--- src/logic/sio_cfg_pkg.sv ---
/*
 * serial output port constants
 * register field encoding for sioc, srta and sdx
 * output clock divider counts for the fixed configuration
 */
package sio_cfg_pkg;

    // register select carried on r_field
    typedef enum logic [2:0] {
        reg_sioc = 3'd0,    // serial i/o control, stored only
        reg_srta = 3'd1,    // serial address
        reg_sdx  = 3'd2     // serial data, write side feeds the output buffer
    } sio_reg_e;

    localparam int SIO_WORD_W = 16;    // bits per serial word
    localparam int SIOC_W     = 10;    // config register width
    localparam int SRTA_W     = 8;     // address shifted out on sadd

    // ock is built from ph1 ticks
    // one period is OCK_DIV ticks, i.e. 12 clk cycles
    localparam int OCK_DIV    = 6;
    localparam int OCK_RISE   = 2;     // divider count for the rising edge
    localparam int OCK_FALL   = 5;     // divider count for the falling edge
    localparam int OCK_DIV_W  = $clog2(OCK_DIV);

    // the fixed configuration amounts to:
    //   ock = clk / 12, msb first, 16 bit words
    //   ock and old driven by the port, serial input unused
    // so the sioc contents never change the behaviour

endpackage

--- src/logic/sio_cmd_pkg.sv ---
/*
 * host command unit definitions
 * opcode encoding and data ram sizes
 */
package sio_cmd_pkg;

    // host opcodes, one per command beat
    typedef enum logic [2:0] {
        op_set_acc  = 3'd0,    // acc <= cmd_data
        op_set_ram  = 3'd1,    // ram[cmd_addr] <= cmd_data
        op_load_imm = 3'd2,    // port register <= cmd_data
        op_load_acc = 3'd3,    // port register <= acc
        op_load_ram = 3'd4,    // port register <= ram[cmd_addr]
        op_read     = 3'd5     // read back port register on rd_data
    } sio_op_e;

    // small data ram standing in for the core's data memory
    localparam int RAM_DEPTH = 8;
    localparam int RAM_AW    = $clog2(RAM_DEPTH);

    // loads are the only opcodes that pulse a strobe toward the port
    // set_* ops touch local storage only, op_read samples r_sio

endpackage

--- src/logic/sio_cmd_unit.sv ---
/*
 * host command unit
 * ph1 phase generator and command acceptance with obe stall
 * accumulator and eight word data ram
 * load strobes toward the serial port and registered read-back
 */
module sio_cmd_unit
    import sio_cfg_pkg::*;
    import sio_cmd_pkg::*;
(
    input  logic                  clk,
    input  logic                  rst,
    // host command port
    input  logic                  cmd_valid,
    input  sio_op_e               cmd_op,
    input  sio_reg_e              cmd_reg,
    input  logic [RAM_AW-1:0]     cmd_addr,
    input  logic [SIO_WORD_W-1:0] cmd_data,
    output logic                  cmd_ready,
    // read-back
    output logic                  rd_valid,
    output logic [SIO_WORD_W-1:0] rd_data,
    // toward the serial port
    output logic                  ph1,
    output logic                  imm_load,
    output logic                  acc_load,
    output logic                  ram_load,
    output sio_reg_e              r_field,
    output logic [SIO_WORD_W-1:0] long_imm,
    output logic [SIO_WORD_W-1:0] acc_dout,
    output logic [SIO_WORD_W-1:0] ram_dout,
    // from the serial port
    input  logic                  obe,
    input  logic [SIO_WORD_W-1:0] r_sio
);

    logic                  is_load;      // any op_load_* opcode
    logic                  is_sdx_load;  // load aimed at the output buffer
    logic                  accept;       // valid and ready this cycle
    logic [SIO_WORD_W-1:0] acc;
    logic [SIO_WORD_W-1:0] ram [RAM_DEPTH];

    // phase generator
    // 0 right after reset, then toggles every clk
    always_ff @(posedge clk or posedge rst) begin
        if (rst) begin
            ph1 <= 1'b0;
        end else begin
            ph1 <= ~ph1;
        end
    end

    assign is_load     = (cmd_op == op_load_imm) ||
                         (cmd_op == op_load_acc) ||
                         (cmd_op == op_load_ram);
    assign is_sdx_load = is_load && (cmd_reg == reg_sdx);

    // commands only go in on ph1 cycles
    // a data word also waits for the buffer to drain into the shifter
    assign cmd_ready = ph1 && (!is_sdx_load || obe);
    assign accept    = cmd_valid && cmd_ready;

    // one strobe per accepted load, all qualified by ph1 through accept
    assign imm_load = accept && (cmd_op == op_load_imm);
    assign acc_load = accept && (cmd_op == op_load_acc);
    assign ram_load = accept && (cmd_op == op_load_ram);

    // source buses, the port muxes them by strobe
    assign r_field  = cmd_reg;
    assign long_imm = cmd_data;          // immediate comes straight from the host
    assign acc_dout = acc;
    assign ram_dout = ram[cmd_addr];     // async read at the command address

    // accumulator
    always_ff @(posedge clk or posedge rst) begin
        if (rst) begin
            acc <= '0;
        end else if (accept && (cmd_op == op_set_acc)) begin
            acc <= cmd_data;
        end
    end

    // data ram, written by op_set_ram
    always_ff @(posedge clk) begin
        if (accept && (cmd_op == op_set_ram)) begin
            ram[cmd_addr] <= cmd_data;
        end
    end

    // read-back strobe, one cycle after acceptance
    always_ff @(posedge clk or posedge rst) begin
        if (rst) begin
            rd_valid <= 1'b0;
        end else begin
            rd_valid <= accept && (cmd_op == op_read);
        end
    end

    // capture r_sio as seen at the accepting edge
    always_ff @(posedge clk) begin
        if (accept && (cmd_op == op_read)) begin
            rd_data <= r_sio;
        end
    end

endmodule

--- src/logic/sio_serial_out.sv ---
/*
 * serial output port, fixed configuration
 * sioc/srta/sdx register writes and read mux
 * ock divider, 16 slot word ring, output buffer and shifter
 * inverted address shifted on sadd, obe/ose status flags
 */
module sio_serial_out
    import sio_cfg_pkg::*;
(
    input  logic                  clk,
    input  logic                  rst,
    input  logic                  ph1,
    // load strobes and sources from the command side
    input  logic                  imm_load,
    input  logic                  acc_load,
    input  logic                  ram_load,
    input  sio_reg_e              r_field,
    input  logic [SIO_WORD_W-1:0] long_imm,
    input  logic [SIO_WORD_W-1:0] acc_dout,
    input  logic [SIO_WORD_W-1:0] ram_dout,
    // serial pins
    output logic                  ock,      // output clock
    output logic                  sio_do,   // data out, msb first
    output logic                  sadd,     // address out, active low
    output logic                  sio_old,  // output load, not generated
    output logic                  ose,      // output shifter empty
    output logic                  obe,      // output buffer empty
    output logic                  ibf,      // input buffer full, no input side
    // register read-back
    output logic [SIO_WORD_W-1:0] r_sio
);

    logic                  any_load;
    logic                  sdx_load;
    logic                  srta_load;
    logic                  sioc_load;
    logic [SIO_WORD_W-1:0] load_data;

    logic [SIOC_W-1:0]     sioc;        // kept for read-back only
    logic [SRTA_W-1:0]     srta;
    logic [SIO_WORD_W-1:0] obuf;        // output buffer
    logic [SIO_WORD_W-1:0] odata;       // bits still to shift after sio_do
    logic [SRTA_W-1:0]     addr_obuf;   // address shifter, drives sadd
    logic [SIO_WORD_W-1:0] ocnt;        // one hot word ring
    logic [OCK_DIV_W-1:0]  clkdiv;
    logic                  ock_rise;
    logic                  ock_fall;
    logic                  word_end;

    // strobe decode
    assign any_load  = imm_load || acc_load || ram_load;
    assign sdx_load  = any_load && (r_field == reg_sdx);
    assign srta_load = any_load && (r_field == reg_srta);
    assign sioc_load = any_load && (r_field == reg_sioc);
    assign load_data = imm_load ? long_imm :
                       acc_load ? acc_dout : ram_dout;

    // unsupported pins held at their idle level
    assign sio_old = 1'b1;
    assign ibf     = 1'b0;

    assign sadd     = addr_obuf[SRTA_W-1];
    assign ock_rise = (clkdiv == OCK_DIV_W'(OCK_RISE));
    assign ock_fall = (clkdiv == OCK_DIV_W'(OCK_FALL));
    assign word_end = ocnt[SIO_WORD_W-1];   // slot 15 of the ring

    // ock divider, counts ph1 ticks 0..OCK_DIV-1
    always_ff @(posedge clk or posedge rst) begin
        if (rst) begin
            clkdiv <= '0;
            ock    <= 1'b0;
        end else if (ph1) begin
            clkdiv <= (clkdiv == OCK_DIV_W'(OCK_DIV - 1)) ? '0 : clkdiv + 1'b1;
            if (ock_rise) ock <= 1'b1;
            if (ock_fall) ock <= 1'b0;
        end
    end

    // config and address registers
    always_ff @(posedge clk or posedge rst) begin
        if (rst) begin
            sioc <= '0;
            srta <= '0;
        end else if (ph1) begin
            if (sioc_load) sioc <= load_data[SIOC_W-1:0];   // stored, never decoded
            if (srta_load) srta <= load_data[SRTA_W-1:0];
        end
    end

    // output buffer, only meaningful while obe is low
    always_ff @(posedge clk) begin
        if (ph1 && sdx_load) begin
            obuf <= load_data;
        end
    end

    // shifter, word ring and status flags
    always_ff @(posedge clk or posedge rst) begin
        if (rst) begin
            ocnt      <= SIO_WORD_W'(1);
            odata     <= '0;
            sio_do    <= 1'b0;
            addr_obuf <= '1;         // sadd idles high
            obe       <= 1'b1;
            ose       <= 1'b1;
        end else if (ph1) begin
            if (sdx_load) obe <= 1'b0;    // new word waiting in obuf
            if (ock_rise) begin
                ocnt <= {ocnt[SIO_WORD_W-2:0], ocnt[SIO_WORD_W-1]};
                if (word_end && !obe) begin
                    // word boundary with data pending, start a frame
                    {sio_do, odata} <= {obuf, 1'b0};
                    addr_obuf       <= ~srta;   // address goes out inverted
                    obe             <= 1'b1;
                    ose             <= 1'b0;
                end else begin
                    {sio_do, odata} <= {odata, 1'b0};
                    addr_obuf       <= {addr_obuf[SRTA_W-2:0], 1'b1};  // fill with idle 1s
                    if (word_end) ose <= 1'b1;      // nothing queued, shifter drains
                end
            end
        end
    end

    // read mux, sdx reads as 0 since there is no input side
    always_comb begin
        case (r_field)
            reg_sioc: r_sio = SIO_WORD_W'(sioc);
            reg_srta: r_sio = SIO_WORD_W'(srta);
            default:  r_sio = '0;
        endcase
    end

endmodule

--- src/logic/sio_top.sv ---
/*
 * top level of the serial output block
 * host command unit driving the serial output port
 */
module sio_top
    import sio_cfg_pkg::*;
    import sio_cmd_pkg::*;
(
    input  logic                  clk,
    input  logic                  rst,
    // host command port
    input  logic                  cmd_valid,
    input  sio_op_e               cmd_op,
    input  sio_reg_e              cmd_reg,
    input  logic [RAM_AW-1:0]     cmd_addr,
    input  logic [SIO_WORD_W-1:0] cmd_data,
    output logic                  cmd_ready,
    // read-back
    output logic                  rd_valid,
    output logic [SIO_WORD_W-1:0] rd_data,
    // serial pins
    output logic                  ock,
    output logic                  sio_do,
    output logic                  sadd,
    output logic                  sio_old,
    output logic                  ose,
    output logic                  ibf
);

    // command unit to port
    logic                  ph1;
    logic                  imm_load;
    logic                  acc_load;
    logic                  ram_load;
    sio_reg_e              r_field;
    logic [SIO_WORD_W-1:0] long_imm;
    logic [SIO_WORD_W-1:0] acc_dout;
    logic [SIO_WORD_W-1:0] ram_dout;
    // port back to command unit
    logic                  obe;      // stalls sdx loads
    logic [SIO_WORD_W-1:0] r_sio;

    sio_cmd_unit u_cmd (
        .clk       (clk),
        .rst       (rst),
        .cmd_valid (cmd_valid),
        .cmd_op    (cmd_op),
        .cmd_reg   (cmd_reg),
        .cmd_addr  (cmd_addr),
        .cmd_data  (cmd_data),
        .cmd_ready (cmd_ready),
        .rd_valid  (rd_valid),
        .rd_data   (rd_data),
        .ph1       (ph1),
        .imm_load  (imm_load),
        .acc_load  (acc_load),
        .ram_load  (ram_load),
        .r_field   (r_field),
        .long_imm  (long_imm),
        .acc_dout  (acc_dout),
        .ram_dout  (ram_dout),
        .obe       (obe),
        .r_sio     (r_sio)
    );

    sio_serial_out u_sio (
        .clk      (clk),
        .rst      (rst),
        .ph1      (ph1),
        .imm_load (imm_load),
        .acc_load (acc_load),
        .ram_load (ram_load),
        .r_field  (r_field),
        .long_imm (long_imm),
        .acc_dout (acc_dout),
        .ram_dout (ram_dout),
        .ock      (ock),
        .sio_do   (sio_do),
        .sadd     (sadd),
        .sio_old  (sio_old),
        .ose      (ose),
        .obe      (obe),
        .ibf      (ibf),
        .r_sio    (r_sio)
    );

endmodule

--- config.mk ---
export PLATFORM = sky130hd
export DESIGN_NAME = sio_top
export DESIGN_NICKNAME = d
export VERILOG_FILES = /design/src/logic/sio_cfg_pkg.sv /design/src/logic/sio_cmd_pkg.sv /design/src/logic/sio_cmd_unit.sv /design/src/logic/sio_serial_out.sv /design/src/logic/sio_top.sv
export SDC_FILE = /design/constraint.sdc
export NUM_CORES = 1
export LEC_CHECK = 0
export BUFFER_PORTS_ARGS = -buffer_cell sky130_fd_sc_hd__buf_2
export CAP_MARGIN = 10
export CORE_MARGIN = 2
export CORE_UTILIZATION = 53
export DETAILED_ROUTE_END_ITERATION = 8
export PLACE_DENSITY = 0.71
export SLEW_MARGIN = 40
export SYNTH_ARGS = -nofsm -noshare
export SYNTH_HDL_FRONTEND = slang
export SYNTH_SLANG_ARGS = --single-unit
--- constraint.sdc ---
create_clock -name clk -period 3.95 [get_ports clk]
set_clock_uncertainty 0.1 [all_clocks]
set_input_delay 0.5925 -clock clk [delete_from_list [all_inputs] [get_ports clk]]
set_output_delay 0.5925 -clock clk [all_outputs]
set_load 0.02 [all_outputs]
==> results.md <==
* Status: finished clean
* Max_cap viols at 0
* Critical-path cell list: or4b_1 -> nor2_1 -> nor2_1 -> buf_2
* PwrDens at 484 nW/µm²
* Setup Fix Bufs, Post-CTS at 0
* Number of buffers created by CTS at 25
* ANT cells at 0
* Final Wtd Congestion at roughly 0.80
* Hold buffers post-CTS at 0
* Slowest CP cell: or4b_1
* Primary FF master, synth: edfxtp_1
* Family with the most delay on the worst path: simple AND/OR/NAND/NOR gates
* Crit Path Class: reg2out
* Worst hold-check path type: in2async
* Count of different cell masters after synthesis at 54
* Critical Path Most Common Cell: nor2_1
* Actual slew at the worst max-slew pin at 0.739 ns
* Number of flops mapped to enable cells by yosys at 154
* Row Count at between 40 and 50
* Relative slew slack at 0.507
* Detailed-route via count at 5790
* PostCTS Resize Cnt at 0
* Area after DPL at 10200 µm²
* Number of pins with negative max-slew slack in the final report at 0
* Residual DRC at 0
* Total negative slack at 0 ns
* CP max FO at 9
* Total grt overflow at 0
* Die Area at 19600 µm²
* Final WS setup at 1.15 ns
* Mean post-synth cell area at about 14 µm²
* Finished Cell Area at 11000 µm²
* Critical Path End Type: output port
* Leak at roughly 4.3 nW
* Post-layout nets at 795
* Post-route minimum period at 2.80 ns
* Initial antenna violation count at 0
* Post-place setup slack at 1.04 ns
* Highest clock rate at 357 MHz
* Final core occ at 0.613
* Cells after Synth at between 700 and 800
* Worst EP arrival at 2.11 ns
* Worst endpoint required time at ~3.3 ns
* Final Setup Violations at 0
* Largest net degree at the start of global routing at 51
* Reg clk slew, reported paths at approximately 0.06 ns
* Clock Sink Count at about 240
* DRT Pass-1 Iters at 5
* Post-synthesis register bit count at 236
* First-pass GRT wire length at between 30 and 40 mm
* Initial DRC count at between 500 and 600
* Critical path buffers and inverters at 1
* Synth async-reset ratio at 0.347
* H-tree Lvls at 1
* DPL Wire Length at 12.8 mm
* Area Growth Syn to Fin at 12.7%
* CTS tree: done
* Number of global-route vias before repair at 5822
* Post-DRT Antenna Nets at 0
* Boundary Pins at 52
* Clock root buffer: clkbuf_16
* Post-Route WL at 19.9 mm
* Ratio of cells with drive above 1 in the final layout at 0.221
* DR vias/cell at 5.70
* Post-synthesis cell area at 9800 µm²
* Post-synthesis sequential area ratio at 0.683
* Die Width at 140 µm
* PortBufs at 43
* Final period util at 0.709
* WL/cell at 19.6 µm
* Initial Utilization at 0.544
* Peak supply drop at around 0.44 mV
* Most common cell after layout, fill and taps aside: edfxtp_1
* Worst Setup Start Kind: register
* Clock Tree Buf Depth at 3
* Clock Latency Late Sink at about 0.52 ns
* Core area at 18000 µm²
* Die height at around 140 µm
* Commonest non-fill, non-tap cells in the layout: edfxtp_1, nand2_1, dfrtp_1, nor2_1, buf_2
* Yosys warnings at 0
* Global-route usage over all layers at 0.204
* Final hold vios at 0
* RSZ-0062 raised after global routing: false
* CP peak stage delay at 0.73 ns
[kinds of logic (layout without fill, tap and decap cells)]
logic type / after synthesis / after routing / share of synthesized area
DFF: 236 / 236 / 0.683
other: 2 / 8 / 0.000766
xor gates and xnor gates: 1 / 1 / 0.000894
muxes: 77 / 77 / 0.107
buffers and inverters: 64 / 122 / 0.0309
and+or+nand+nor: 249 / 249 / 0.117
AOI/OAI and AO/OA: 93 / 93 / 0.0617
[tightest hold or removal path, cell delays in order]
cell	delay, ns
buf_2	0.10
clkinv_2	0.04
buf_4	0.37
[registers in the layout, indices dropped and copies added (netlist names), 10 cells and up]
name,flops
u_cmd.ram,128
u_cmd.rd_data,10
u_sio.ocnt,16
u_cmd.acc_dout,16
u_sio.sioc,10
u_sio.odata,15
u_sio.obuf,16
[final cells by class]
type / count / area [µm²]
timing repair buffer: 64 / 373
fill: 1361 / 6980
multi-input combinational: 428 / 2850
tap: 229 / 287
inverter: 12 / 46.3
clock buffer: 31 / 658
clock inverter: 15 / 143
sequential: 236 / 6690
[per-stage QoR]
step / hold WS (ns) / std cells / power (mW)
final: 0.0703 / 1015 / 5.34
after CTS: 0.0738 / 1015 / 5.38
after global routing: 0.0987 / 1015 / 5.52
after detailed placement: 0.354 / 969 / 3.12
after floorplan: 0.314 / 728 / 3.02
after global placement: 0.338 / 969 / 3.10
[Yosys cell counts, types with 2 or more instances]
library cell,count,area share
mux2_2,29,0.033
and4_1,2,0.0018
a211oi_1,9,0.0069
mux2i_1,29,0.030
o2bb2ai_1,2,0.0018
clkbuf_1,24,0.0092
a31oi_1,17,0.011
o211ai_1,3,0.0023
mux4_2,19,0.044
dfrtp_1,71,0.18
buf_1,4,0.0015
nor4bb_1,2,0.0020
nor3_1,6,0.0031
buf_6,2,0.0023
nand2b_1,8,0.0051
and2_1,13,0.0083
dfstp_2,11,0.029
a21o_1,2,0.0015
a2bb2oi_1,2,0.0018
nand4_1,5,0.0032
nand3_1,5,0.0026
or3b_2,2,0.0018
nor2_1,51,0.020
o41ai_2,2,0.0033
and3_1,2,0.0013
a21oi_1,16,0.0082
conb_1,2,0.00077
nand3b_1,4,0.0031
buf_4,8,0.0061
or3_1,3,0.0019
o21ai_0,21,0.011
o32ai_1,2,0.0018
o21ai_1,4,0.0020
nand2_1,125,0.048
edfxtp_1,154,0.47
nor3b_1,2,0.0015
buf_2,14,0.0071
nor2b_1,13,0.0083
inv_1,11,0.0042
o31ai_1,7,0.0054
[final timing paths]
| check | slack (ns) | startpoint | endpoint | cells past startpoint |
|---|---|---|---|---|
| min in group clk | 0.29 | cmd_data[11] | u_cmd.ram[0][11]$_DFFE_PP_ | 1 |
| hold reg to reg | 0.36 | u_sio.ocnt[0]$_DFFE_PP1P_ | u_sio.ocnt[0]$_DFFE_PP1P_ | 2 |
| hold / removal | 0.07 | rst | u_cmd.acc_dout[11]$_DFFE_PP0P_ | 3 |
| setup reg to reg | 1.34 | u_cmd.ph1$_DFF_PP0_ | u_cmd.ram[2][14]$_DFFE_PP_ | 5 |
| setup / recovery | 1.15 | u_sio.obe$_DFFE_PP1P_ | cmd_ready | 4 |
| max in group asynchronous | 3.17 | rst | u_cmd.acc_dout[3]$_DFFE_PP0P_ | 3 |
[report_power, final]
part,leakage [nW],internal (mW),total [mW],switching (mW)
registers,2.44,2.71,2.75,0.0428
logic,1.45,0.128,0.316,0.188
clock network,0.381,1.32,2.27,0.953
[layer usage]
metal / vias to the layer above / part of all wire / GRT usage / wire [µm]
li1: 2697 / - / - / -
met1: 2853 / 0.44 / 0.287 / 8720
met2: 201 / 0.48 / 0.334 / 9480
met3: 39 / 0.058 / 0.0328 / 1170
met4: 0 / 0.028 / 0.0605 / 567
met5: - / 0 / 0 / 0
Note: power is estimated with default switching activity, not from simulation.
